==> config.mk <==
export PLATFORM = sky130hd
export DESIGN_NAME = pt_line_reader
export DESIGN_NICKNAME = d
export VERILOG_FILES = /design/src/rtl/pt_walk_pkg.sv /design/src/rtl/pt_line_reader.sv
export SDC_FILE = /design/constraint.sdc
export NUM_CORES = 1
export LEC_CHECK = 0
export ABC_CLOCK_PERIOD_IN_PS = 3900
export BUFFER_PORTS_ARGS = -buffer_cell sky130_fd_sc_hd__clkbuf_2
export CELL_PAD_IN_SITES_DETAIL_PLACEMENT = 1
export CELL_PAD_IN_SITES_GLOBAL_PLACEMENT = 1
export CORE_AREA = 2 2 412 414
export DETAILED_ROUTE_END_ITERATION = 6
export DIE_AREA = 0 0 414 416
export PLACE_DENSITY = 0.43
export RECOVER_POWER = 25
export SETUP_SLACK_MARGIN = 0.4
export SLEW_MARGIN = 10
export SYNTH_ARGS = -nofsm -noshare
export SYNTH_HDL_FRONTEND = slang
export SYNTH_SLANG_ARGS = --single-unit
==> constraint.sdc <==
create_clock -name clk -period 3.9 [get_ports clk]
set_input_delay 0.585 -clock clk [delete_from_list [all_inputs] [get_ports clk]]
set_output_delay 0.585 -clock clk [all_outputs]
set_load 0.02 [all_outputs]
==> src/rtl/pt_walk_pkg.sv <==
package pt_walk_pkg;

    // ==================================================================
    // Page table geometry
    // ==================================================================

    // Each table page holds 512 entries, so 9 index bits per level
    localparam int PT_IDX_WIDTH = 9;
    localparam int PT_MAX_DEPTH = 4;

    // One memory line carries 8 entries of 64 bits
    localparam int PT_WORDS_PER_LINE = 8;
    localparam int PT_WORD_IDX_WIDTH = $clog2(PT_WORDS_PER_LINE);

    // Cache geometry: index is the depth next to 2 low tag bits
    localparam int PT_CACHE_ENTRIES = 16;
    localparam int PT_CACHE_IDX_WIDTH = $clog2(PT_CACHE_ENTRIES);
    localparam int PT_TAG_WIDTH = PT_IDX_WIDTH * PT_MAX_DEPTH - PT_WORD_IDX_WIDTH;

    localparam int PA_PAGE_WIDTH = 28;
    localparam int LINE_ADDR_WIDTH = 34;

    typedef logic [PT_IDX_WIDTH-1:0] pt_idx_t;
    typedef logic [$clog2(PT_MAX_DEPTH)-1:0] pt_depth_t;

    // Element 3 is level 0, the top bits of the VA
    typedef pt_idx_t [PT_MAX_DEPTH-1:0] pt_idx_vec_t;

    typedef logic [PT_IDX_WIDTH*PT_MAX_DEPTH-1:0] va_page_t;
    typedef logic [PA_PAGE_WIDTH-1:0] pa_page_t;
    typedef logic [LINE_ADDR_WIDTH-1:0] line_addr_t;
    typedef logic [63:0] pt_word_t;
    typedef pt_word_t [PT_WORDS_PER_LINE-1:0] pt_line_t;

    typedef struct packed {
        logic error;
        logic terminal;
    } pt_status_t;

    typedef struct packed {
        pa_page_t   page;
        pt_status_t status;
    } pt_entry_t;

    // Path of indices down to the wanted entry, plus the level
    typedef struct packed {
        pt_idx_vec_t idx_vec;
        pt_depth_t   depth;
    } pt_key_t;

    typedef struct packed {
        va_page_t va;
        pa_page_t pa;
        logic     big_page;
    } fill_t;

    typedef enum logic [2:0] {
        IDLE,
        LOOKUP,
        CACHE_WAIT,
        READ_REQ,
        READ_WAIT,
        ENTRY,
        DONE,
        ERROR
    } walk_state_t;

    // Bit 0 terminal, bit 1 error, bits 39:12 the page
    function automatic pt_entry_t entry_from_word(pt_word_t w);
        pt_entry_t e;
        e.page = w[12 +: PA_PAGE_WIDTH];
        e.status.error = w[1];
        e.status.terminal = w[0];
        return e;
    endfunction

endpackage

==> src/rtl/pt_line_reader.sv <==
`timescale 1ns/100ps

module pt_line_reader
(
    input  logic                                      clk,
    input  logic                                      reset,
    input  logic                                      read_data_en,
    input  pt_walk_pkg::pt_line_t                     read_data,
    input  logic [pt_walk_pkg::PT_WORD_IDX_WIDTH-1:0] word_idx,
    output logic                                      line_valid,
    output pt_walk_pkg::pt_line_t                     line,
    output logic                                      entry_valid,
    output pt_walk_pkg::pt_entry_t                    entry
);
    import pt_walk_pkg::*;

    // Word picked out of the registered line
    pt_word_t sel_word;

    // ==================================================================
    // Strobes
    // ==================================================================

    // Line one cycle after the response, entry one cycle later
    always_ff @(posedge clk)
    begin
        if (reset)
        begin
            line_valid <= 1'b0;
            entry_valid <= 1'b0;
        end
        else
        begin
            line_valid <= read_data_en;
            entry_valid <= line_valid;
        end
    end

    // ==================================================================
    // Data path
    // ==================================================================

    // Response register, cuts the path from the memory side
    always_ff @(posedge clk)
    begin
        if (read_data_en)
        begin
            line <= read_data;
        end
    end

    assign sel_word = line[word_idx];

    // Decode only the word the walk asked for
    always_ff @(posedge clk)
    begin
        if (line_valid)
        begin
            entry <= entry_from_word(sel_word);
        end
    end

endmodule

==> results.json, run 1 <==
{
  "grt_use_met1_pct": 12.3,
  "worst_ep_arrival_time_ns": 1.84,
  "critPathSlowestCell": "sky130_fd_sc_hd__dfxtp_4",
  "busiest_layer": "met2",
  "clkSinkCount": 544,
  "worst_hold_slack_ns": 0.0843,
  "synthesis.instances": 653,
  "crit_path_start_kind": "flip-flop",
  "numCtsBuffers": 73,
  "total_of_hold_buffers_inserted_after_clock_tree_synthesis": 343,
  "crit_required_ns": 3.31,
  "period_needed_ns": 2.43,
  "first_global_vias": 14800,
  "synthesis.area_um2": 18400,
  "drt_iter0_drc": 855,
  "status": "completed",
  "most-common-layout-cells": "sky130_fd_sc_hd__clkbuf_2 (957), sky130_fd_sc_hd__edfxtp_1 (542), sky130_fd_sc_hd__dlygate4sd3_1 (343)",
  "static-leakage-power_nw": 12.9,
  "power.density_nw_per_um2": 492,
  "ys_top_cells_by_area": "sky130_fd_sc_hd__edfxtp_1 (89%), sky130_fd_sc_hd__mux4_1 (8.6%), sky130_fd_sc_hd__mux2_2 (1.8%)",
  "finalNetCount": 2660,
  "buffer_ports.inserted": 1061,
  "drive_above_1_share_pct": 50.8,
  "dp_hpwl_mm": 89.4,
  "routabilityCongestion": 0.823,
  "area_leader_netlist": "sky130_fd_sc_hd__edfxtp_1",
  "p_int_mw": 11.5,
  "chipHeight_um": 416,
  "p_clk_share_pct": 40.6,
  "clkTransAtPathRegs_ns": 0.06,
  "grt_antenna_before_repair": 44,
  "floorplan.core_area_um2": 168000,
  "fin_crit_sh_pct": 62.3,
  "ys_seq_area_share_pct": 88.9,
  "routed_via_density": 3.06,
  "maxSlewViolCount": 0,
  "peakVddDrop_uv": 328,
  "groute.usage.overall_pct": 12.4,
  "setup_viol_count_final": 0,
  "detail_route.first_pass.iterations": 5,
  "routed-via-count": 13600,
  "number_of_primary_i_o_pins": 1062,
  "cp-end-kind": "output port",
  "yosysUniqueCellTypes": 7,
  "floorplan.die.width_um": 414,
  "cp_num_buf_inv": 1,
  "average_size_of_a_mapped_cell_um2": 28.1,
  "cp_slowest_stage_delay_ns": 0.86,
  "syn_nets": 1171,
  "timing_hold_violations_final": 0,
  "post_cts_setup_inserts": 0,
  "grt_start_max_net_pins": 88,
  "switch_share_pct": 27.6,
  "slew-limit-headroom_pct": 25.7,
  "remaining_drcs": 0,
  "crit_fanout": 32,
  "h-tree-depth": 3,
  "dp.cells": 3942,
  "max-cap-violations": 0,
  "routedWlPerCell_um": 24.9,
  "post_cts_resize_count": 0,
  "criticalPathCategory": "flip-flop to output port",
  "final_cells": 4425,
  "synth-seq-cells": 544,
  "grt_util_met3_pct": 6.28,
  "cells_along_the_critical_path": "clkbuf_2",
  "timing.hold.worst.class": "input pin to flip-flop",
  "synth_top_cell_area_share_pct": 88.7,
  "cts_max_path_buffers": 3,
  "tritoncts": "yes",
  "tns_ns": 0,
  "wirelength_mm": 110,
  "seqPwrFrac_pct": 45.9,
  "ant_nets": 0,
  "unrepaired_setup_endpoints_after_global_routing": "false",
  "wire_length_of_the_first_global_routing_pass_mm": 141,
  "syn2layout_area_growth_pct": 75.4,
  "cts_root_buf": "sky130_fd_sc_hd__clkbuf_16",
  "fmaxAchievable_mhz": 412,
  "gr-total-overflow": 0,
  "pwr-share-comb_pct": 13.5,
  "design.die.area_um2": 172000,
  "start_util_pct": 10.9,
  "synthesis.yosys.warnings": 0,
  "rows": 151,
  "insertion_delay_ns": 0.70,
  "switching_component_of_the_power_mw": 4.38,
  "cpLargestDelayFamily": "flip-flops",
  "skew_ns": 0.0279,
  "groute.layer.met2.usage_pct": 21.6,
  "max_slew.worst_pin.slew_ns": 1.11,
  "layout_commonest_cell": "sky130_fd_sc_hd__clkbuf_2"
}
## state kept, by name (all words and copies together), names as in the netlist
signal,cells
line,512
entry,30
entry_valid,1
line_valid,1
## cell families after synthesis
kind of cell,Yosys count,synth area share [%]
buffers and inverters,17,0.634
and+or+nand+nor,2,0.0681
muxes,90,10.4
DFF,544,88.9
## power by group through the flow
stage / Clock (mW) / Combinational (mW) / Sequential, mW
after floorplan: 0 / 0.198 / 7.81
after global placement: 0 / 1.88 / 7.40
after detailed placement: 0 / 1.88 / 7.39
after CTS: 6.69 / 2.21 / 7.28
after global routing: 6.85 / 2.27 / 7.31
final: 6.44 / 2.14 / 7.27
## final timing paths
check,to,depth (start not counted),slack (ns),start
max,line_valid,1,1.47,line_valid
max reg2reg,entry[17],2,2.26,line[27]
min,line[141],1,0.08,read_data[141]
min reg2reg,entry[14],2,0.78,line[344]
## area by class of cell
cell class,instances,area (um2)
clock inverter,39,320
tap,2218,2780
antenna,9,22.5
fill,18900,136000
sequential,544,16300
clock buffer,92,1900
multi-input combinational,92,1930
timing repair buffer,1431,8940
## per-layer routing
metal / routed length [um] / share of wire [%]
met1: 37400 / 34
met2: 56400 / 51
met3: 11900 / 11
met4: 4280 / 3.9
met5: 40 / 0.036
## synthesized netlist by cell type
cell type,instances
sky130_fd_sc_hd__clkbuf_1,10
sky130_fd_sc_hd__nor2b_1,2
sky130_fd_sc_hd__buf_6,7
sky130_fd_sc_hd__mux4_1,60
sky130_fd_sc_hd__mux2_2,30
sky130_fd_sc_hd__edfxtp_1,542
sky130_fd_sc_hd__dfxtp_1,2
## stage by stage
step	utilization, %	setup slack (ns)	power [mW]	cell area, um2
finish	19.1	1.47	15.8	32200
floorplan	-	2.02	8.00	18400
detailed placement	15.8	1.27	9.27	26600
global route	19.1	1.31	16.4	32200
global placement	15.8	1.31	9.28	26600
CTS	19.2	1.28	16.2	32300
## worst reg2reg max path: cells and delay by family (launching register included)
kind          cells  cell delay (ns)
multiplexers      2             0.99
flip-flops        1             0.41
Power figures use the tool's default switching activity.
==> run 2, diff against run 1 <==
--- a/config.mk
+++ b/config.mk
@@ -5,14 +5,14 @@
 export SDC_FILE = /design/constraint.sdc
 export NUM_CORES = 1
 export LEC_CHECK = 0
-export ABC_CLOCK_PERIOD_IN_PS = 3900
+export ABC_CLOCK_PERIOD_IN_PS = 2000
 export BUFFER_PORTS_ARGS = -buffer_cell sky130_fd_sc_hd__clkbuf_2
 export CELL_PAD_IN_SITES_DETAIL_PLACEMENT = 1
 export CELL_PAD_IN_SITES_GLOBAL_PLACEMENT = 1
-export CORE_AREA = 2 2 412 414
+export CORE_AREA = 2 2 411 413
 export DETAILED_ROUTE_END_ITERATION = 6
-export DIE_AREA = 0 0 414 416
-export PLACE_DENSITY = 0.43
+export DIE_AREA = 0 0 413 415
+export PLACE_DENSITY = 0.44
 export RECOVER_POWER = 25
 export SETUP_SLACK_MARGIN = 0.4
 export SLEW_MARGIN = 10
==> constraint.sdc (replaced) <==
create_clock -name clk -period 2 [get_ports clk]
set_input_delay 0.3 -clock clk [delete_from_list [all_inputs] [get_ports clk]]
set_output_delay 0.3 -clock clk [all_outputs]
set_load 0.02 [all_outputs]
==> results.json, run 2 (same netlist as run 1, synthesis figures left out) <==
{
  "slew-limit-headroom_pct": 67.0,
  "clkTransAtPathRegs_ns": 0.06,
  "start_util_pct": 11.0,
  "register_with_the_most_flip_flops": "line",
  "groute.usage.overall_pct": 14.8,
  "cells_along_the_critical_path": "buf_6",
  "unrepaired_setup_endpoints_after_global_routing": "true",
  "layout_commonest_cell": "sky130_fd_sc_hd__clkbuf_2",
  "drive_above_1_share_pct": 53.0,
  "finalNetCount": 2983,
  "static-leakage-power_nw": 15.4,
  "power.density_nw_per_um2": 863,
  "detail_route.first_pass.iterations": 4,
  "cp_num_buf_inv": 1,
  "number_of_primary_i_o_pins": 1062,
  "insertion_delay_ns": 0.65,
  "skew_ns": 0.0153,
  "first_global_vias": 16600,
  "cp_slowest_stage_delay_ns": 0.51,
  "routed_via_density": 3.25,
  "crit_fanout": 2,
  "final_util_pct": 23.0,
  "routedWlPerCell_um": 27.8,
  "critPathSlowestCell": "sky130_fd_sc_hd__edfxtp_1",
  "numCtsBuffers": 72,
  "worst_hold_slack_ns": 0.272,
  "floorplan.core_area_um2": 167000,
  "rows": 150,
  "most-common-layout-cells": "sky130_fd_sc_hd__clkbuf_2 (569), sky130_fd_sc_hd__edfxtp_1 (542), sky130_fd_sc_hd__dlygate4sd3_1 (514)",
  "largest_reg_flops": 512,
  "wirelength_mm": 132,
  "timing.hold.worst.class": "input pin to flip-flop",
  "crit_path_start_kind": "flip-flop",
  "dp_hpwl_mm": 109,
  "peakVddDrop_uv": 703,
  "criticalPathCategory": "flip-flop to output port",
  "ant_nets": 0,
  "fin_crit_sh_pct": 83.0,
  "status": "completed",
  "buffer_ports.inserted": 1061,
  "maxSlewViolCount": 0,
  "cp-end-kind": "output port",
  "timing_hold_violations_final": 0,
  "crit_required_ns": 1.70,
  "cts_max_path_buffers": 3,
  "setup_viol_count_final": 0,
  "tritoncts": "yes",
  "period_needed_ns": 1.66,
  "cts_root_buf": "sky130_fd_sc_hd__clkbuf_16",
  "design.die.area_um2": 171000,
  "tns_ns": 0,
  "fmaxAchievable_mhz": 602,
  "grt_antenna_before_repair": 122,
  "chipHeight_um": 415,
  "floorplan.die.width_um": 413,
  "max_slew.worst_pin.slew_ns": 0.495,
  "h-tree-depth": 3,
  "worst_ep_arrival_time_ns": 1.36,
  "largestRegisters": "line: 512 flops, entry: 30 flops",
  "cpLargestDelayFamily": "flip-flops",
  "grt_start_max_net_pins": 73,
  "gr-total-overflow": 0,
  "syn2layout_area_growth_pct": 109,
  "clkSinkCount": 544,
  "routed-via-count": 15400,
  "drt_iter0_drc": 895,
  "remaining_drcs": 0,
  "reg2reg_setup_slack_ns": 0.35,
  "routabilityCongestion": 0.861,
  "wire_length_of_the_first_global_routing_pass_mm": 165,
  "max-cap-violations": 0
}
==> run 2: cell types whose count changed in the layout (fill, tap and decap cells not counted), sizes merged <==
| cell | delta |
|---|---|
| buf | +475 |
| clkbuf | -332 |
| dlygate4sd3 | +171 |
| clkinv | +8 |
| diode | +4 |
| bufinv | +1 |
| clkinvlp | +1 |
==> run 2: worst paths after layout <==
kind                    start  depth (start not counted)        end
setup / recovery    line[161]                          1  line[161]
hold / removal    word_idx[2]                          3   entry[4]
setup reg to reg    line[161]                          3  entry[23]
hold reg to reg      line[83]                          2   entry[9]
==> run 2: layout make-up <==
| class | instances | area, um2 |
|---|---|---|
| Timing Repair Buffer | 1755 | 15100 |
| Sequential cell | 544 | 16300 |
| Tap cell | 2204 | 2760 |
| Multi-Input combinational cell | 92 | 1830 |
| Clock inverter | 49 | 407 |
| Fill cell | 18300 | 128000 |
| Clock buffer | 82 | 1860 |
| Antenna cell | 13 | 32.5 |
==> run 2: power by group <==
part / switching [mW] / total [mW] / internal, mW
Combinational: 3.01 / 6.08 / 3.07
Sequential: 0.623 / 14.2 / 13.6
Clock: 5.54 / 12.8 / 7.26
==> run 2: routing by layer <==
| metal | share of wire (%) | global-route usage (%) |
|---|---|---|
| met4 | 2.9 | 2.83 |
| met3 | 12 | 8.13 |
| met1 | 35 | 15.4 |
| met5 | 0.042 | 0 |
| met2 | 50 | 25.9 |
==> run 2: through the flow <==
stage          instances  cell area [um2]  power (mW)  setup slack, ns
3_3_place_gp        3960            27000        18.2           0.0321
5_1_grt             4731            38300        34.4            0.254
4_1_cts             4717            37200        33.2            0.210
3_5_place_dp        3960            27000        18.2           0.0178
6_report            4739            38400        33.1            0.340
2_1_floorplan        653            18400        15.6            0.402
==> run 2: what timing repair did <==
action	CTS	global route
gates resized for setup	462	708
setup buffers	112	9
setup endpoints to repair	419	422
hold endpoints to repair	528	0
gates cloned	0	0
hold buffers	514	0
==> run 2: worst reg2reg max path, stage by stage, from the launching register on <==
cell and delay, ns:
sky130_fd_sc_hd__edfxtp_1 0.51, sky130_fd_sc_hd__buf_4 0.19, sky130_fd_sc_hd__mux4_2 0.44, sky130_fd_sc_hd__mux2_4 0.26
==> run 3, diff against run 2 <==
--- a/config.mk
+++ b/config.mk
@@ -5,14 +5,15 @@
 export SDC_FILE = /design/constraint.sdc
 export NUM_CORES = 1
 export LEC_CHECK = 0
-export ABC_CLOCK_PERIOD_IN_PS = 2000
+export ABC_AREA = 1
+export ABC_CLOCK_PERIOD_IN_PS = 1700
 export BUFFER_PORTS_ARGS = -buffer_cell sky130_fd_sc_hd__clkbuf_2
 export CELL_PAD_IN_SITES_DETAIL_PLACEMENT = 1
 export CELL_PAD_IN_SITES_GLOBAL_PLACEMENT = 1
-export CORE_AREA = 2 2 411 413
+export CORE_AREA = 2 2 412 414
 export DETAILED_ROUTE_END_ITERATION = 6
-export DIE_AREA = 0 0 413 415
-export PLACE_DENSITY = 0.44
+export DIE_AREA = 0 0 414 416
+export PLACE_DENSITY = 0.45
 export RECOVER_POWER = 25
 export SETUP_SLACK_MARGIN = 0.4
 export SLEW_MARGIN = 10
==> constraint.sdc (replaced) <==
create_clock -name clk -period 1.7 [get_ports clk]
set_input_delay 0.255 -clock clk [delete_from_list [all_inputs] [get_ports clk]]
set_output_delay 0.255 -clock clk [all_outputs]
set_load 0.02 [all_outputs]
==> results.json, run 3 <==
{
  "layout_commonest_cell": "sky130_fd_sc_hd__clkbuf_2",
  "max-cap-violations": 0,
  "reg2reg_setup_slack_ns": 0.19,
  "routabilityCongestion": 0.841,
  "tritoncts": "yes",
  "dp_hpwl_mm": 102,
  "buffer_ports.inserted": 1061,
  "gr-total-overflow": 0,
  "static-leakage-power_nw": 18.1,
  "chipHeight_um": 416,
  "finalNetCount": 3779,
  "groute.usage.overall_pct": 14.5,
  "ant_nets": 0,
  "skew_ns": 0.0440,
  "worst_ep_arrival_time_ns": 1.43,
  "criticalPathCategory": "flip-flop to output port",
  "routedWlPerCell_um": 23.6,
  "cp-startpoint": "line[456]",
  "wire_length_of_the_first_global_routing_pass_mm": 170,
  "routed-via-count": 18500,
  "crit_fanout": 1,
  "timing_hold_violations_final": 0,
  "clkSinkCount": 544,
  "synthFlopType": "sky130_fd_sc_hd__edfxtp_1",
  "setup_viol_count_final": 0,
  "crit_required_ns": 1.44,
  "start_util_pct": 11.6,
  "cp_num_buf_inv": 1,
  "clkTransAtPathRegs_ns": 0.06,
  "synth_enable_flop_cells": 542,
  "final_cells": 5548,
  "unrepaired_setup_endpoints_after_global_routing": "true",
  "largestRegisters": "line: 512 flops, entry: 30 flops",
  "cp-end-kind": "output port",
  "cp_slowest_stage_delay_ns": 0.51,
  "number_of_primary_i_o_pins": 1062,
  "insertion_delay_ns": 0.69,
  "synthesis.area_um2": 19500,
  "synth.most_common_cell": "sky130_fd_sc_hd__edfxtp_1",
  "register_with_the_most_flip_flops": "line",
  "crit_path_start_kind": "flip-flop",
  "cts_max_path_buffers": 3,
  "dp.cells": 4633,
  "timing.hold.worst.class": "input pin to flip-flop",
  "critPathSlowestCell": "sky130_fd_sc_hd__edfxtp_1",
  "area_leader_netlist": "sky130_fd_sc_hd__edfxtp_1",
  "top_cells_by_count_synth": "sky130_fd_sc_hd__edfxtp_1 (542), sky130_fd_sc_hd__nand2_1 (390), sky130_fd_sc_hd__inv_1 (243)",
  "floorplan.core_area_um2": 168000,
  "numCtsBuffers": 72,
  "rr_startpoint": "line[278]",
  "cts_root_buf": "sky130_fd_sc_hd__clkbuf_16",
  "slew-limit-headroom_pct": 66.1,
  "total_power_mw": 40.6,
  "period_needed_ns": 1.68,
  "reg2reg_depth": 8,
  "async_flop_share_pct": 0,
  "largest_reg_flops": 512,
  "maxSlewViolCount": 0,
  "grt_start_max_net_pins": 47,
  "cpLargestDelayFamily": "flip-flops",
  "h-tree-depth": 3,
  "remaining_drcs": 0,
  "grt_antenna_before_repair": 44,
  "wirelength_mm": 131,
  "most-common-layout-cells": "sky130_fd_sc_hd__clkbuf_2 (630), sky130_fd_sc_hd__edfxtp_1 (542), sky130_fd_sc_hd__dlygate4sd3_1 (514)",
  "floorplan.die.width_um": 414,
  "cells_along_the_critical_path": "clkbuf_8",
  "syn_nets": 1864,
  "drive_above_1_share_pct": 43.8,
  "ys_top_cells_by_area": "sky130_fd_sc_hd__edfxtp_1 (83%), sky130_fd_sc_hd__nand2_1 (7.5%), sky130_fd_sc_hd__inv_1 (4.7%)",
  "average_size_of_a_mapped_cell_um2": 14.5,
  "routed_via_density": 3.34,
  "fmaxAchievable_mhz": 594,
  "crit_cells": 1,
  "r2r_end": "entry[12]",
  "synthesis.instances": 1346,
  "synthesis.yosys.warnings": 0,
  "power.density_nw_per_um2": 998,
  "first_global_vias": 20000,
  "synth_top_cell_area_share_pct": 83.3,
  "syn2layout_area_growth_pct": 108,
  "detail_route.first_pass.iterations": 6,
  "endpoint": "line[456]",
  "yosysUniqueCellTypes": 11,
  "max_slew.worst_pin.slew_ns": 0.509,
  "peakVddDrop_uv": 832,
  "rows": 151,
  "ys_seq_area_share_pct": 83.5,
  "synth-seq-cells": 544,
  "status": "completed",
  "fin_crit_sh_pct": 99.0,
  "design.die.area_um2": 172000,
  "tns_ns": 0,
  "drt_iter0_drc": 1084
}
==> run 3: how the worst min path moves through the flow <==
stage | start | to | slack, ns | cells after the start
finish | word_idx[2] | entry[24] | 0.23 | 4
global route | read_data[507] | line[507] | 0.22 | 2
CTS | word_idx[2] | entry[24] | 0.16 | 4
detailed placement | read_data[510] | line[510] | 0.43 | 1
global placement | read_data[298] | line[298] | 0.43 | 1
floorplan | reset | line_valid | 0.32 | 1
==> run 3: report_power, final <==
group | internal (mW) | switching [mW] | leakage, nW | total, mW
logic | 3.79 | 4.05 | 11.6 | 7.84
registers | 16.0 | 0.788 | 5.31 | 16.8
clock network | 9.14 | 6.82 | 1.16 | 16.0
==> run 3: worst register-to-register path, stage by stage (launching register included) <==
cell and delay, ns:
sky130_fd_sc_hd__edfxtp_1 0.43, sky130_fd_sc_hd__buf_4 0.17, sky130_fd_sc_hd__buf_4 0.12, sky130_fd_sc_hd__inv_1 0.04, sky130_fd_sc_hd__nand2_1 0.05, sky130_fd_sc_hd__nand3_1 0.23, sky130_fd_sc_hd__nand2_1 0.09, sky130_fd_sc_hd__nand2_1 0.07
sky130_fd_sc_hd__nand2_1 0.06
==> run 3: repair_timing <==
item / CTS / global route
cloned: 1 / 0
hold buffers: 514 / 0
pin swaps: 0 / 4
resized for setup: 415 / 683
setup endpoints to repair: 551 / 571
setup buffers: 167 / 90
hold endpoints to repair: 518 / 0
==> run 3: logic make-up after synthesis <==
logic type             after synthesis  share of synthesized area [%]
DFF                                544                           83.5
and+or+nand+nor                    512                           10.6
buffers and inverters              290                           5.89
==> run 3: metrics by stage <==
step | instance area (um2) | util [%] | hold WS, ns | worst slack (ns)
final | 40700 | 24.2 | 0.229 | 0.0166
after global routing | 40700 | 24.2 | 0.216 | -0.0909
after CTS | 38700 | 23.0 | 0.163 | -0.124
after detailed placement | 28100 | 16.7 | 0.434 | 0.0236
after global placement | 28100 | 16.7 | 0.432 | 0.0194
after floorplan | 19500 | - | 0.319 | 0.577
==> run 3: routing by layer <==
metal | GRT usage [%] | vias up | share of wire [%]
met2 | 27.0 | 726 | 53
met5 | 0 | - | 0.024
met3 | 7.70 | 249 | 11
met4 | 5.49 | 6 | 4.5
li1 | - | 8335 | -
met1 | 13.3 | 9192 | 31
==> run 3: layout make-up <==
class / count / area, um2
Fill cell: 19100 / 127000
Sequential cell: 544 / 16300
Timing Repair Buffer: 1886 / 16000
Tap cell: 2218 / 2780
Multi-Input combinational cell: 512 / 2160
Clock buffer: 85 / 1850
Inverter: 245 / 945
Clock inverter: 43 / 563
Antenna cell: 15 / 37.5
