File: src/rtl/pt_walk_pkg.sv
package pt_walk_pkg;

    // ==================================================================
    // Page table geometry
    // ==================================================================

    // Each table page holds 512 entries, so 9 index bits per level
    localparam int PT_IDX_WIDTH = 9;
    localparam int PT_MAX_DEPTH = 4;

    // One memory line carries 8 entries of 64 bits
    localparam int PT_WORDS_PER_LINE = 8;
    localparam int PT_WORD_IDX_WIDTH = $clog2(PT_WORDS_PER_LINE);

    // Cache geometry: index is the depth next to 2 low tag bits
    localparam int PT_CACHE_ENTRIES = 16;
    localparam int PT_CACHE_IDX_WIDTH = $clog2(PT_CACHE_ENTRIES);
    localparam int PT_TAG_WIDTH = PT_IDX_WIDTH * PT_MAX_DEPTH - PT_WORD_IDX_WIDTH;

    localparam int PA_PAGE_WIDTH = 28;
    localparam int LINE_ADDR_WIDTH = 34;

    typedef logic [PT_IDX_WIDTH-1:0] pt_idx_t;
    typedef logic [$clog2(PT_MAX_DEPTH)-1:0] pt_depth_t;

    // Element 3 is level 0, the top bits of the VA
    typedef pt_idx_t [PT_MAX_DEPTH-1:0] pt_idx_vec_t;

    typedef logic [PT_IDX_WIDTH*PT_MAX_DEPTH-1:0] va_page_t;
    typedef logic [PA_PAGE_WIDTH-1:0] pa_page_t;
    typedef logic [LINE_ADDR_WIDTH-1:0] line_addr_t;
    typedef logic [63:0] pt_word_t;
    typedef pt_word_t [PT_WORDS_PER_LINE-1:0] pt_line_t;

    typedef struct packed {
        logic error;
        logic terminal;
    } pt_status_t;

    typedef struct packed {
        pa_page_t   page;
        pt_status_t status;
    } pt_entry_t;

    // Path of indices down to the wanted entry, plus the level
    typedef struct packed {
        pt_idx_vec_t idx_vec;
        pt_depth_t   depth;
    } pt_key_t;

    typedef struct packed {
        va_page_t va;
        pa_page_t pa;
        logic     big_page;
    } fill_t;

    typedef enum logic [2:0] {
        IDLE,
        LOOKUP,
        CACHE_WAIT,
        READ_REQ,
        READ_WAIT,
        ENTRY,
        DONE,
        ERROR
    } walk_state_t;

    // Bit 0 terminal, bit 1 error, bits 39:12 the page
    function automatic pt_entry_t entry_from_word(pt_word_t w);
        pt_entry_t e;
        e.page = w[12 +: PA_PAGE_WIDTH];
        e.status.error = w[1];
        e.status.terminal = w[0];
        return e;
    endfunction

endpackage

File: src/rtl/pt_walk_fsm.sv
`timescale 1ns/100ps

module pt_walk_fsm
(
    input  logic                                      clk,
    input  logic                                      reset,
    input  logic                                      enable,
    input  pt_walk_pkg::pa_page_t                     root_page,
    input  logic                                      req_en,
    input  pt_walk_pkg::va_page_t                     req_va,
    output logic                                      req_rdy,
    input  logic                                      cache_rdy,
    output logic                                      lookup_en,
    output pt_walk_pkg::pt_key_t                      key,
    input  logic                                      hit,
    input  logic                                      miss,
    input  pt_walk_pkg::pt_entry_t                    cache_entry,
    input  logic                                      read_rdy,
    output logic                                      read_en,
    output pt_walk_pkg::line_addr_t                   read_addr,
    input  logic                                      entry_valid,
    input  pt_walk_pkg::pt_entry_t                    reader_entry,
    output logic [pt_walk_pkg::PT_WORD_IDX_WIDTH-1:0] word_idx,
    input  logic                                      fill_rdy,
    output logic                                      fill_en,
    output pt_walk_pkg::fill_t                        fill,
    output logic                                      not_present,
    output logic                                      busy
);
    import pt_walk_pkg::*;

    walk_state_t state;
    logic        enabled_q;

    // Walk context
    va_page_t    va;
    pt_idx_vec_t va_vec;
    pt_idx_vec_t idx_vec;
    pt_depth_t   depth;
    pa_page_t    cur_page;
    pt_entry_t   cur_entry;

    // Decisions taken in ENTRY
    logic start;
    logic last_level;
    logic descend;
    logic finish;

    always_ff @(posedge clk)
    begin
        if (reset)
        begin
            enabled_q <= 1'b0;
        end
        else
        begin
            enabled_q <= enable;
        end
    end

    assign va_vec = va;
    assign last_level = (depth == pt_depth_t'(PT_MAX_DEPTH - 1));

    // One walk at a time
    assign req_rdy = (state == IDLE) && enabled_q;
    assign start = req_en && req_rdy;

    // Pointer to the next table, only above the last level
    assign descend = (state == ENTRY) && !cur_entry.status.error &&
                     !cur_entry.status.terminal && !last_level;

    // Terminal only counts at level 2 (big page) or 3 (4 KB)
    assign finish = (state == ENTRY) && !cur_entry.status.error &&
                    cur_entry.status.terminal && depth[1];

    // ==================================================================
    // State register
    // ==================================================================

    always_ff @(posedge clk)
    begin
        if (reset)
        begin
            state <= IDLE;
        end
        else
        begin
            case (state)
                IDLE:       if (start) state <= LOOKUP;
                LOOKUP:     if (cache_rdy) state <= CACHE_WAIT;
                CACHE_WAIT:
                begin
                    if (hit)
                        state <= ENTRY;
                    else if (miss)
                        state <= READ_REQ;
                end
                READ_REQ:   if (read_rdy) state <= READ_WAIT;
                READ_WAIT:  if (entry_valid) state <= ENTRY;
                ENTRY:
                begin
                    // Anything that neither descends nor finishes is not present
                    if (descend)
                        state <= LOOKUP;
                    else if (finish)
                        state <= DONE;
                    else
                        state <= ERROR;
                end
                DONE:       if (fill_rdy) state <= IDLE;
                // Single-cycle not_present, then ready again
                ERROR:      state <= IDLE;
                default:    state <= IDLE;
            endcase
        end
    end

    // ==================================================================
    // Walk context
    // ==================================================================

    always_ff @(posedge clk)
    begin
        if (start)
        begin
            va <= req_va;
            // Key path holds only the level 0 index at first
            idx_vec <= pt_idx_vec_t'(req_va >> (PT_IDX_WIDTH * (PT_MAX_DEPTH - 1)));
            depth <= '0;
            cur_page <= root_page;
        end
        else if (descend)
        begin
            // Append the index of the next level to the path
            idx_vec <= {idx_vec[PT_MAX_DEPTH-2:0], va_vec[pt_depth_t'(2) - depth]};
            depth <= depth + pt_depth_t'(1);
            cur_page <= cur_entry.page;
        end
        else if (finish)
        begin
            cur_page <= cur_entry.page;
        end

        // Entry comes from the cache on a hit or from the reader
        if ((state == CACHE_WAIT) && hit)
            cur_entry <= cache_entry;
        else if ((state == READ_WAIT) && entry_valid)
            cur_entry <= reader_entry;
    end

    // ==================================================================
    // Outputs
    // ==================================================================

    assign lookup_en = (state == LOOKUP) && cache_rdy;
    assign key = '{idx_vec: idx_vec, depth: depth};

    // Current table page, then the line within it
    assign read_en = (state == READ_REQ) && read_rdy;
    assign read_addr = {cur_page, idx_vec[0][PT_IDX_WIDTH-1:PT_WORD_IDX_WIDTH]};
    assign word_idx = idx_vec[0][PT_WORD_IDX_WIDTH-1:0];

    assign fill_en = (state == DONE) && fill_rdy;
    assign fill = '{va: va, pa: cur_page, big_page: (depth == pt_depth_t'(2))};

    assign not_present = (state == ERROR);
    assign busy = (state != IDLE);

endmodule

File: config.mk
export PLATFORM = sky130hd
export DESIGN_NAME = pt_walk_fsm
export DESIGN_NICKNAME = d
export VERILOG_FILES = /design/src/rtl/pt_walk_pkg.sv /design/src/rtl/pt_walk_fsm.sv
export SDC_FILE = /design/constraint.sdc
export NUM_CORES = 1
export LEC_CHECK = 0
export BUFFER_PORTS_ARGS = -buffer_cell sky130_fd_sc_hd__clkbuf_2
export CORE_MARGIN = 8
export CORE_UTILIZATION = 47
export DETAILED_ROUTE_END_ITERATION = 8
export GPL_ROUTABILITY_DRIVEN = 1
export PLACE_DENSITY = 0.81
export SYNTH_ARGS = -nofsm -noshare
export SYNTH_HDL_FRONTEND = slang
export SYNTH_SLANG_ARGS = --single-unit
File: constraint.sdc
create_clock -name clk -period 3.8 [get_ports clk]
set_clock_uncertainty 0.2 [all_clocks]
set_input_delay 0.76 -clock clk [delete_from_list [all_inputs] [get_ports clk]]
set_output_delay 0.76 -clock clk [all_outputs]
set_load 0.01 [all_outputs]
==> metrics.md, run 1 <==
| Metric | Value |
|---|---|
| Status | `finished, final reports clean` |
| Largest family of logic cells by synthesized area | `multiplexers` |
| N_diodes | `0` |
| R2R Path Start | `depth[0]$_SDFFE_PP0P_` |
| Cells on worst reg2reg path | `4` |
| Max stage delay on crit path | `0.54 ns` |
| Yosys cell types | `40` |
| Hold Fails Final Rpt | `0` |
| Synthesized area | `6010 um^2` |
| Top Ports | `280` |
| Top_reg_cell synth | `edfxtp_1` |
| Hold Buf Count CTS | `0` |
| Die height | `129 um` |
| Fin Setup TNS | `0 ns` |
| Least-Margin Pin Slew | `0.987 ns` |
| Total CTS buffers | `17` |
| Detail Placement HPWL | `12400 um` |
| Largest fanout on the critical path | `28` |
| Via density | `4.91` |
| Cts repair resizes | `0` |
| Sw Ratio | `26.6%` |
| FF+latch count, synth | `136` |
| H-tree depth | `4` |
| Pre-CTS worst setup slack | `1.01 ns` |
| Core area | `12600 um^2` |
| Layout area overhead | `30.7%` |
| Synth top area share | `51.5%` |
| DRC | `0` |
| Critical Setup Path Class | `reg2reg` |
| Warnings, synthesis | `0` |
| Post-synthesis mux area share | `18.6%` |
| Slew headroom | `34.1%` |
| Clock Power Share | `35.3%` |
| CTS max path bufs | `2` |
| Syn_area_per_cell | `14.7 um^2` |
| CTS tree | `yes` |
| Critical Path Slowest Stage Cell | `dfxtp_1` |
| XOR/XNOR Fraction of Synth Area | `0.146%` |
| Cells after Synth | `408` |
| Synth top area cells | `edfxtp_1 51%, dfxtp_1 11%, mux2_4 9.2%` |
| Dpl cells | `807` |
| WHS Path Cells | `2` |
| DIE AREA | `16700 um^2` |
| Worst-Skew Late Latency | `0.41 ns` |
| Die Width | `129 um` |
| Vias in the first global route | `4369` |
| Total track usage | `18.5%` |
| Final wirelength | `16000 um` |
| First-pass GRT wire length | `23300 um` |
| Net Switching | `1.27 mW` |
| Vias post-DR | `4122` |
| Initial drt markers | `241` |
| Synth async-reset ratio | `0%` |
| Crit path to | `key[2]$_DFFE_PP_` |
| CP startpoint kind | `register` |
| Max cap viols | `0` |
| Flop2flop setup slack | `0.99 ns` |
| Hold WS | `0.256 ns` |
| CP top delay family | `simple AND/OR/NAND/NOR gates` |
| Multi-input logic area | `1830 um^2` |
| Fraction of layout cells with a size suffix above 1 | `60.0%` |
| # nets final | `790` |
| GP Congestion | `0.861` |
| Root Buffer | `clkbuf_16` |
| Unrepaired setup endpoints after global routing | `no` |
| Leak | `3.47 nW` |
| Critical path buffer and inverter count | `0` |
| Largest area contributor in the netlist | `edfxtp_1` |
| Post-route minimum period | `2.81 ns` |
| GRT Residual Overflow | `0` |
| Critical path depth | `4` |
| Min setup slack post-route | `0.989 ns` |
| Worst-path cell chain | `ha_1 -> nor3_2 -> nand3_2 -> nand2_1` |
| CP arrival | `2.67 ns` |
| Fmax | `356 MHz` |
| Reg power frac | `42.8%` |
| Rows | `41` |
| Crit end category | `register` |
| WL/cell | `19.1 um` |
| Post-synthesis simple-gate area fraction | `7.08%` |
| Pwr Density | `608 nW/um^2` |
| Adder-Cell Fraction of Synth Area | `0.416%` |
| Final setup violation count | `0` |
| EDFF count, synth | `103` |
| Non-filler instance count after layout | `839` |
| Sequential cell area | `3750 um^2` |
| Syn nets | `544` |
| Combinational power share | `21.9%` |
| CTS Sinks | `136` |
| Worst Hold Class | `reg2reg` |
| Final Max Tran Viols | `0` |
| Setup bufs post-CTS | `0` |
| CTS clock-pin slew for the worst setup and hold paths | `0.06 ns` |
| Drt first pass iters | `4` |
| Initial cell density of the core | `47.8%` |
| Worst vdd ir | `0.333 mV` |
| CP startpoint | `depth[0]$_SDFFE_PP0P_` |
| Worst Path Required | `3.66 ns` |
| Pint | `3.51 mW` |
| Post-synthesis compound-gate area fraction | `3.98%` |
| Routed Antenna Nets | `0` |
| Pin count of the biggest net entering global routing | `49` |
| Post-synthesis sequential area ratio | `62.4%` |
| Tcrit/Tclk final | `74.0%` |
| Antenna violations before repair | `0` |
| Port Buffer Count | `279` |
| RR Endpoint | `key[2]$_DFFE_PP_` |
| Filler Cell Count | `930` |
==> power groups by stage <==
stage               clock network [mW]  registers, mW  logic, mW
finish                            1.69           2.04       1.04
global route                      1.77           2.07       1.12
CTS                               1.71           2.04       1.06
detailed placement                   0           2.07       1.05
global placement                     0           2.06       1.02
floorplan                            0           2.06      0.722
==> how the worst min path moves through the flow <==
stage,startpoint,endpoint
2_1_floorplan,key[29]$_SDFFE_PP0P_,key[29]$_SDFFE_PP0P_
3_3_place_gp,key[36]$_SDFFE_PP0P_,key[36]$_SDFFE_PP0P_
3_5_place_dp,key[35]$_SDFFE_PP0P_,key[35]$_SDFFE_PP0P_
4_1_cts,key[35]$_SDFFE_PP0P_,key[35]$_SDFFE_PP0P_
5_1_grt,key[18]$_SDFFE_PP0P_,key[18]$_SDFFE_PP0P_
6_report,key[35]$_SDFFE_PP0P_,key[35]$_SDFFE_PP0P_
==> synth_stat cells (all sizes together), types with 3 or more instances <==
library cell    n
edfxtp        103
mux2           68
nand2          59
buf            54
dfxtp          33
a21oi          30
mux4            9
and3            7
nor2b           6
nor2            5
inv             4
o21ai           4
clkbuf          3
nand3           3
nor3            3
==> stage by stage <==
stage / total power [mW] / util [%] / cell area, um^2
after floorplan: 2.78 / - / 6010
after CTS: 4.81 / 62.5 / 7860
final: 4.77 / 62.5 / 7860
after global routing: 4.96 / 62.5 / 7860
after global placement: 3.08 / 57.7 / 7250
after detailed placement: 3.13 / 57.7 / 7250
==> worst reg2reg max path: stages, from the launching register on <==
cell	delay [ns]
dfxtp_1	0.54
ha_1	0.35
nor3_2	0.31
nand3_2	0.53
nand2_1	0.54
==> layout make-up <==
class / instances / share of cell area (%)
well taps: 172 / 2.74
multi-input cells: 211 / 23.3
flip-flops and latches: 136 / 47.8
clock inverters: 15 / 2.33
clock buffers: 17 / 5.41
inverters: 4 / 0.191
repair buffers: 284 / 18.3
==> state kept, by name, indices dropped and copies added, names as in the netlist <==
register   cells
key           36
cur_page      28
state          3
va            36
depth          2
cur_entry     30
enabled_q      1
==> layer usage <==
layer	track usage, %	up-vias	wire length, um
met1	20.4	1969	5850
met3	5.71	21	1250
li1	-	1936	-
met4	8.02	0	316
met5	0	-	0
met2	32.5	196	8600
==> layout by cell type, fill, tap and decap left out, types with 7 or more instances in the layout <==
| cell type | count |
|---|---|
| clkbuf_2 | 279 |
| edfxtp_1 | 103 |
| nand2_1 | 59 |
| mux2_4 | 37 |
| dfxtp_1 | 33 |
| mux2_2 | 30 |
| a21oi_1 | 28 |
| clkbuf_16 | 17 |
| mux4_2 | 9 |
| and3_1 | 7 |
==> logic make-up (layout without fill, tap and decap cells) <==
| group | count (synthesis) | count (layout) |
|---|---|---|
| flops | 136 | 136 |
| xor+xnor | 1 | 1 |
| compound gates | 41 | 41 |
| buf+inv | 61 | 320 |
| simple gates | 89 | 89 |
| fa+ha+maj | 2 | 2 |
| mux | 78 | 78 |
Power figures use the tool's default switching activity.
==> inputs of run 2 (changes only) <==
- clock period: 3.8 -> 2.7 ns (I/O delays scaled with it)
==> metrics.md, run 2 (same netlist as run 1, synthesis figures left out) <==
| Metric | Value |
|---|---|
| Non-filler instance count after layout | `843 (+0.48%)` |
| CTS clock-pin slew for the worst setup and hold paths | `0.06 ns (about the same)` |
| Post-route minimum period | `2.42 ns` |
| Cells on worst reg2reg path | `4 (unchanged)` |
| Commonest non-fill, non-tap cell in the layout | `clkbuf_2` |
| Final setup violation count | `0 (unchanged)` |
| Overall power | `6.65 mW (+39%)` |
| Crit end category | `output pin` |
| Slew headroom | `64.8% (+31 points)` |
| Total track usage | `18.9% (+0.32 points)` |
| GRT Residual Overflow | `0 (unchanged)` |
| Die Width | `129 um (unchanged)` |
| CTS Sinks | `136 (unchanged)` |
| First-pass GRT wire length | `23700 um (+2.1%)` |
| Final Max Tran Viols | `0 (unchanged)` |
| Pwr Density | `844 nW/um^2 (+39%)` |
| DIE AREA | `16700 um^2 (unchanged)` |
| Largest fanout on the critical path | `14 (-50%)` |
| Vias in the first global route | `4274 (-2.2%)` |
| Reg power frac | `42.7% (about the same)` |
| Min setup slack post-route | `0.284 ns (-0.706 ns)` |
| Most frequent cells in the layout | `279 x clkbuf_2, 103 x edfxtp_1, 59 x nand2_1` |
| H-tree depth | `4 (unchanged)` |
| GP Congestion | `0.908 (+5.4%)` |
| Final Cell Area | `7880 um^2 (+0.27%)` |
| Hold Buf Count CTS | `0 (unchanged)` |
| Worst Path Required | `1.96 ns (-1.70 ns)` |
| Sequential cell area | `3750 um^2 (unchanged)` |
| # nets final | `794 (+0.51%)` |
| Port Buffer Count | `279 (unchanged)` |
| Filler Cell Count | `932 (+0.22%)` |
| Worst vdd ir | `0.507 mV (+52%)` |
| Worst Hold Class | `in2reg` |
| Status | `finished, final reports clean` |
| Tcrit/Tclk final | `89.5%` |
| Worst Hold End | `va[7]$_DFFE_PP_` |
| Total CTS buffers | `17 (unchanged)` |
| N_diodes | `0 (unchanged)` |
| Hold WS | `0.0988 ns (-0.157 ns)` |
| CP arrival | `1.68 ns (-0.99 ns)` |
| WHS Path Cells | `1 (-1)` |
| Die height | `129 um (unchanged)` |
| Net Switching | `1.78 mW (+41%)` |
| Pin count of the biggest net entering global routing | `58 (+18%)` |
| Antenna violations before repair | `0 (unchanged)` |
| Detail Placement HPWL | `12400 um (+0.29%)` |
| Layout area overhead | `31.1%` |
| Cts repair resizes | `0 (unchanged)` |
| Critical Setup Path Class | `reg2out` |
| Final wirelength | `15800 um (-1.4%)` |
| Top Ports | `280 (unchanged)` |
| Hold path start | `req_va[7]` |
| Fmax | `414 MHz` |
| RR Endpoint | `cur_entry[0]$_DFFE_PP_` |
| Flop2flop setup slack | `0.47 ns (-0.52 ns)` |
| Drt first pass iters | `4 (unchanged)` |
| Multi-input logic area | `1830 um^2 (unchanged)` |
| Rows | `41 (unchanged)` |
| Leak | `3.48 nW (+0.28%)` |
| Pre-CTS worst setup slack | `0.484 ns (-0.528 ns)` |
| Core area | `12600 um^2 (unchanged)` |
| CTS max path bufs | `2 (unchanged)` |
| Combinational power share | `22.8% (+0.9 points)` |
| Max cap viols | `0 (unchanged)` |
| Via density | `4.86 (-1.0%)` |
| Sw Ratio | `26.8% (+0.29 points)` |
| Placed Area | `7290 um^2 (+0.59%)` |
| Finished Core Util | `62.7% (+0.17 points)` |
| Clock Power Share | `34.5% (-0.8 points)` |
| Routed Antenna Nets | `0 (unchanged)` |
| CP startpoint kind | `register` |
| Vias post-DR | `4100 (-0.53%)` |
| Pint | `4.86 mW (+39%)` |
| R2R Path Start | `state[1]$_SDFFE_PP0P_` |
| CTS tree | `yes` |
| Setup bufs post-CTS | `0 (unchanged)` |
| Root Buffer | `clkbuf_16` |
| Dpl cells | `811 (+0.50%)` |
| DRC | `0 (unchanged)` |
| Initial drt markers | `200 (-17%)` |
| Fin Setup TNS | `0 ns (unchanged)` |
| Fraction of layout cells with a size suffix above 1 | `60.4% (+0.39 points)` |
| Least-Margin Pin Slew | `0.528 ns (-0.458 ns)` |
| Worst-Skew Late Latency | `0.41 ns (about the same)` |
| WL/cell | `18.7 um (-1.9%)` |
| Initial cell density of the core | `47.8% (unchanged)` |
| Hold Fails Final Rpt | `0 (unchanged)` |
| Unrepaired setup endpoints after global routing | `no` |
==> run 2: power by group through the flow <==
stage | Sequential, mW | Clock [mW] | Combinational (mW)
CTS | 2.84 | 2.34 | 1.55
finish | 2.84 | 2.29 | 1.52
detailed placement | 2.88 | 0 | 1.54
global route | 2.88 | 2.43 | 1.64
floorplan | 2.89 | 0 | 1.02
global placement | 2.86 | 0 | 1.49
==> run 2: cell type report <==
class | count | area share, %
clock buffer | 19 | 5.50
inverter | 4 | 0.191
timing repair buffer | 288 | 18.7
tap | 172 | 2.73
multi-input combinational | 211 | 23.2
clock inverter | 13 | 1.95
sequential | 136 | 47.6
==> run 2: critical path, stage by stage (launching register included) <==
cell and delay [ns]:
dfxtp_1 0.62, nor2b_4 0.33, and3_1 0.18, clkbuf_2 0.13
==> run 2: how the worst max path moves through the flow <==
stage | cells after the start | slack (ns) | end | startpoint
after floorplan | 6 | 0.33 | key[2]$_DFFE_PP_ | depth[0]$_SDFFE_PP0P_
after global placement | 4 | 0.57 | cur_entry[0]$_DFFE_PP_ | state[1]$_SDFFE_PP0P_
after detailed placement | 4 | 0.48 | cur_entry[0]$_DFFE_PP_ | state[1]$_SDFFE_PP0P_
after CTS | 3 | 0.28 | lookup_en | state[0]$_SDFFE_PP0P_
after global routing | 3 | 0.20 | lookup_en | state[0]$_SDFFE_PP0P_
final | 3 | 0.28 | lookup_en | state[0]$_SDFFE_PP0P_
==> run 2: routing by layer <==
layer	routed length [um]	GRT usage, %	part of all wire (%)
met5	0	0	0
met4	300	7.19	1.9
met3	1210	5.92	7.6
met2	8560	34.0	54
met1	5720	20.3	36
==> inputs of run 3 (changes only) <==
==> constraint.sdc (replaced) <==
create_clock -name clk -period 2.7 [get_ports clk]
set_clock_uncertainty 0.2 [all_clocks]
set_input_delay 0.27 -clock clk [delete_from_list [all_inputs] [get_ports clk]]
set_output_delay 0.27 -clock clk [all_outputs]
set_load 0.01 [all_outputs]
==> metrics.md, run 3 (same netlist as run 1, synthesis figures left out) <==
| Metric | Value |
|---|---|
| Least-Margin Pin Slew | `0.535 ns (+0.00678 ns)` |
| Detail Placement HPWL | `12200 um (-2.0%)` |
| Tcrit/Tclk final | `83.9% (-5.6 points)` |
| CTS tree | `yes` |
| CP startpoint kind | `register` |
| Routed Antenna Nets | `0 (unchanged)` |
| Net Switching | `1.90 mW (+6.7%)` |
| Most frequent cells in the layout | `279 x clkbuf_2, 125 x dlygate4sd3_1, 103 x edfxtp_1` |
| Pre-CTS worst setup slack | `0.507 ns (+0.0237 ns)` |
| Port Buffer Count | `279 (unchanged)` |
| Critical Setup Path Class | `reg2reg` |
| Combinational power share | `25.6% (+2.8 points)` |
| Final Max Tran Viols | `0 (unchanged)` |
| Commonest non-fill, non-tap cell in the layout | `clkbuf_2` |
| Antenna violations before repair | `3 (+3)` |
| Post-route minimum period | `2.27 ns (-0.150 ns)` |
| Dpl cells | `811 (unchanged)` |
| Sw Ratio | `28.4% (+1.6 points)` |
| Fraction of layout cells with a size suffix above 1 | `50.6% (-9.7 points)` |
| Via density | `4.99 (+2.6%)` |
| Final setup violation count | `0 (unchanged)` |
| GRT Residual Overflow | `0 (unchanged)` |
| Die Width | `129 um (unchanged)` |
| Max cap viols | `0 (unchanged)` |
| Total CTS buffers | `17 (unchanged)` |
| Layout area overhead | `51.3%` |
| Placed Area | `7290 um^2 (unchanged)` |
| GR Util met2 | `43.3% (+9.4 points)` |
| Top Ports | `280 (unchanged)` |
| Pin count of the biggest net entering global routing | `58 (unchanged)` |
| Die height | `129 um (unchanged)` |
| DIE AREA | `16700 um^2 (unchanged)` |
| Pwr Density | `736 nW/um^2 (-13%)` |
| Leak | `3.97 nW (+14%)` |
| CTS clock-pin slew for the worst setup and hold paths | `0.06 ns (about the same)` |
| Worst vdd ir | `0.554 mV (+9.3%)` |
| CP arrival | `2.22 ns (+0.54 ns)` |
| Flop2flop setup slack | `0.43 ns (-0.04 ns)` |
| Met3 global-route usage | `7.23% (+1.3 points)` |
| # nets final | `919 (+16%)` |
| Cells on worst reg2reg path | `4 (unchanged)` |
| DRC | `0 (unchanged)` |
| Fin Setup TNS | `0 ns (unchanged)` |
| Final Cell Area | `9100 um^2 (+15%)` |
| Non-filler instance count after layout | `974 (+16%)` |
| Vias in the first global route | `5279 (+24%)` |
| Total track usage | `23.9% (+5.0 points)` |
| Core area | `12600 um^2 (unchanged)` |
| Setup bufs post-CTS | `0 (unchanged)` |
| Pint | `4.79 mW (-1.4%)` |
| CTS max path bufs | `2 (unchanged)` |
| GP Congestion | `0.874 (-3.7%)` |
| Worst Hold Class | `in2reg` |
| Final wirelength | `20000 um (+27%)` |
| WL/cell | `20.5 um (+9.6%)` |
| Overall power | `6.70 mW (+0.74%)` |
| First-pass GRT wire length | `29700 um (+25%)` |
| Filler Cell Count | `770 (-17%)` |
| CTS Sinks | `136 (unchanged)` |
| Vias post-DR | `4861 (+19%)` |
| WHS Path Cells | `2 (+1)` |
| Root Buffer | `clkbuf_16` |
| Worst Path Required | `2.65 ns (+0.69 ns)` |
| Slew headroom | `64.3% (-0.45 points)` |
| Initial cell density of the core | `47.8% (unchanged)` |
| Gr busiest metal | `met2` |
| Hold Fails Final Rpt | `0 (unchanged)` |
| Fmax | `441 MHz (+6.6%)` |
| Status | `finished, final reports clean` |
| Rows | `41 (unchanged)` |
| Reg power frac | `42.5% (-0.2 points)` |
| Worst-Skew Late Latency | `0.41 ns (about the same)` |
| Clock Power Share | `31.9% (-2.6 points)` |
| Met1 Use GR | `23.2% (+2.9 points)` |
| Drt first pass iters | `4 (unchanged)` |
| Initial drt markers | `238 (+19%)` |
| Unrepaired setup endpoints after global routing | `no` |
| H-tree depth | `4 (unchanged)` |
| Largest fanout on the critical path | `30 (+16)` |
| Min setup slack post-route | `0.434 ns (+0.150 ns)` |
| Crit end category | `register` |
run 3: cell types whose count changed in the layout (fill, tap and decap cells not counted):
cell,before,now
diode_2,0,6
clkinvlp_4,3,5
dlygate4sd3_1,0,125
clkinv_2,4,2
bufinv_16,3,1
clkinv_1,1,3
run 3: repair_timing:
action / 4_1_cts / 5_1_grt
endpoints found under the hold margin: 104 / 0
hold buffers: 125 / 0
resized for setup: 0 / 0
run 3: area by class of cell:
| cell class | instances | area [um^2] | area share (%) |
|---|---|---|---|
| Antenna cell | 6 | 15.0 | 0.165 |
| Clock buffer | 19 | 433 | 4.76 |
| Clock inverter | 13 | 106 | 1.17 |
| Inverter | 4 | 15.0 | 0.165 |
| Multi-Input combinational cell | 211 | 1830 | 20.1 |
| Sequential cell | 136 | 3750 | 41.3 |
| Tap cell | 172 | 215 | 2.37 |
| Timing Repair Buffer | 413 | 2730 | 30.0 |
run 3: worst paths after layout:
check | from | endpoint
worst max-delay path | state[1]$_SDFFE_PP0P_ | cur_entry[0]$_DFFE_PP_
worst min-delay path | cache_entry[0] | cur_entry[0]$_DFFE_PP_
worst max register to register | state[1]$_SDFFE_PP0P_ | cur_entry[0]$_DFFE_PP_
worst min register to register | key[33]$_SDFFE_PP0P_ | key[33]$_SDFFE_PP0P_
run 3: stage by stage:
| stage | hold WS [ns] | utilization [%] |
|---|---|---|
| global route | 0.0177 | 72.3 |
| finish | 0.0286 | 72.4 |
| floorplan | 0.142 | - |
| CTS | 0.000881 | 72.3 |
| global placement | 0.243 | 58.0 |
| detailed placement | 0.249 | 58.0 |
run 3: power groups by stage:
stage	Clock, mW	Sequential [mW]	Combinational [mW]
finish	2.14	2.85	1.71
detailed placement	0	2.88	1.54
CTS	2.15	2.84	1.69
floorplan	0	2.89	1.02
global route	2.25	2.89	1.83
global placement	0	2.85	1.50
run 3: per-layer routing:
layer	share of wire, %	routed length [um]	vias up
met4	4.6	928	0
li1	-	-	2206
met1	34	6730	2335
met2	55	11000	253
met3	6.5	1300	67
met5	0	0	-
run 3: critical path, stage by stage (launching register included):
cell and delay [ns]:
dfxtp_1 0.56, nor2b_1 0.25, and3_1 0.17, buf_4 0.36
mux2_2 0.43
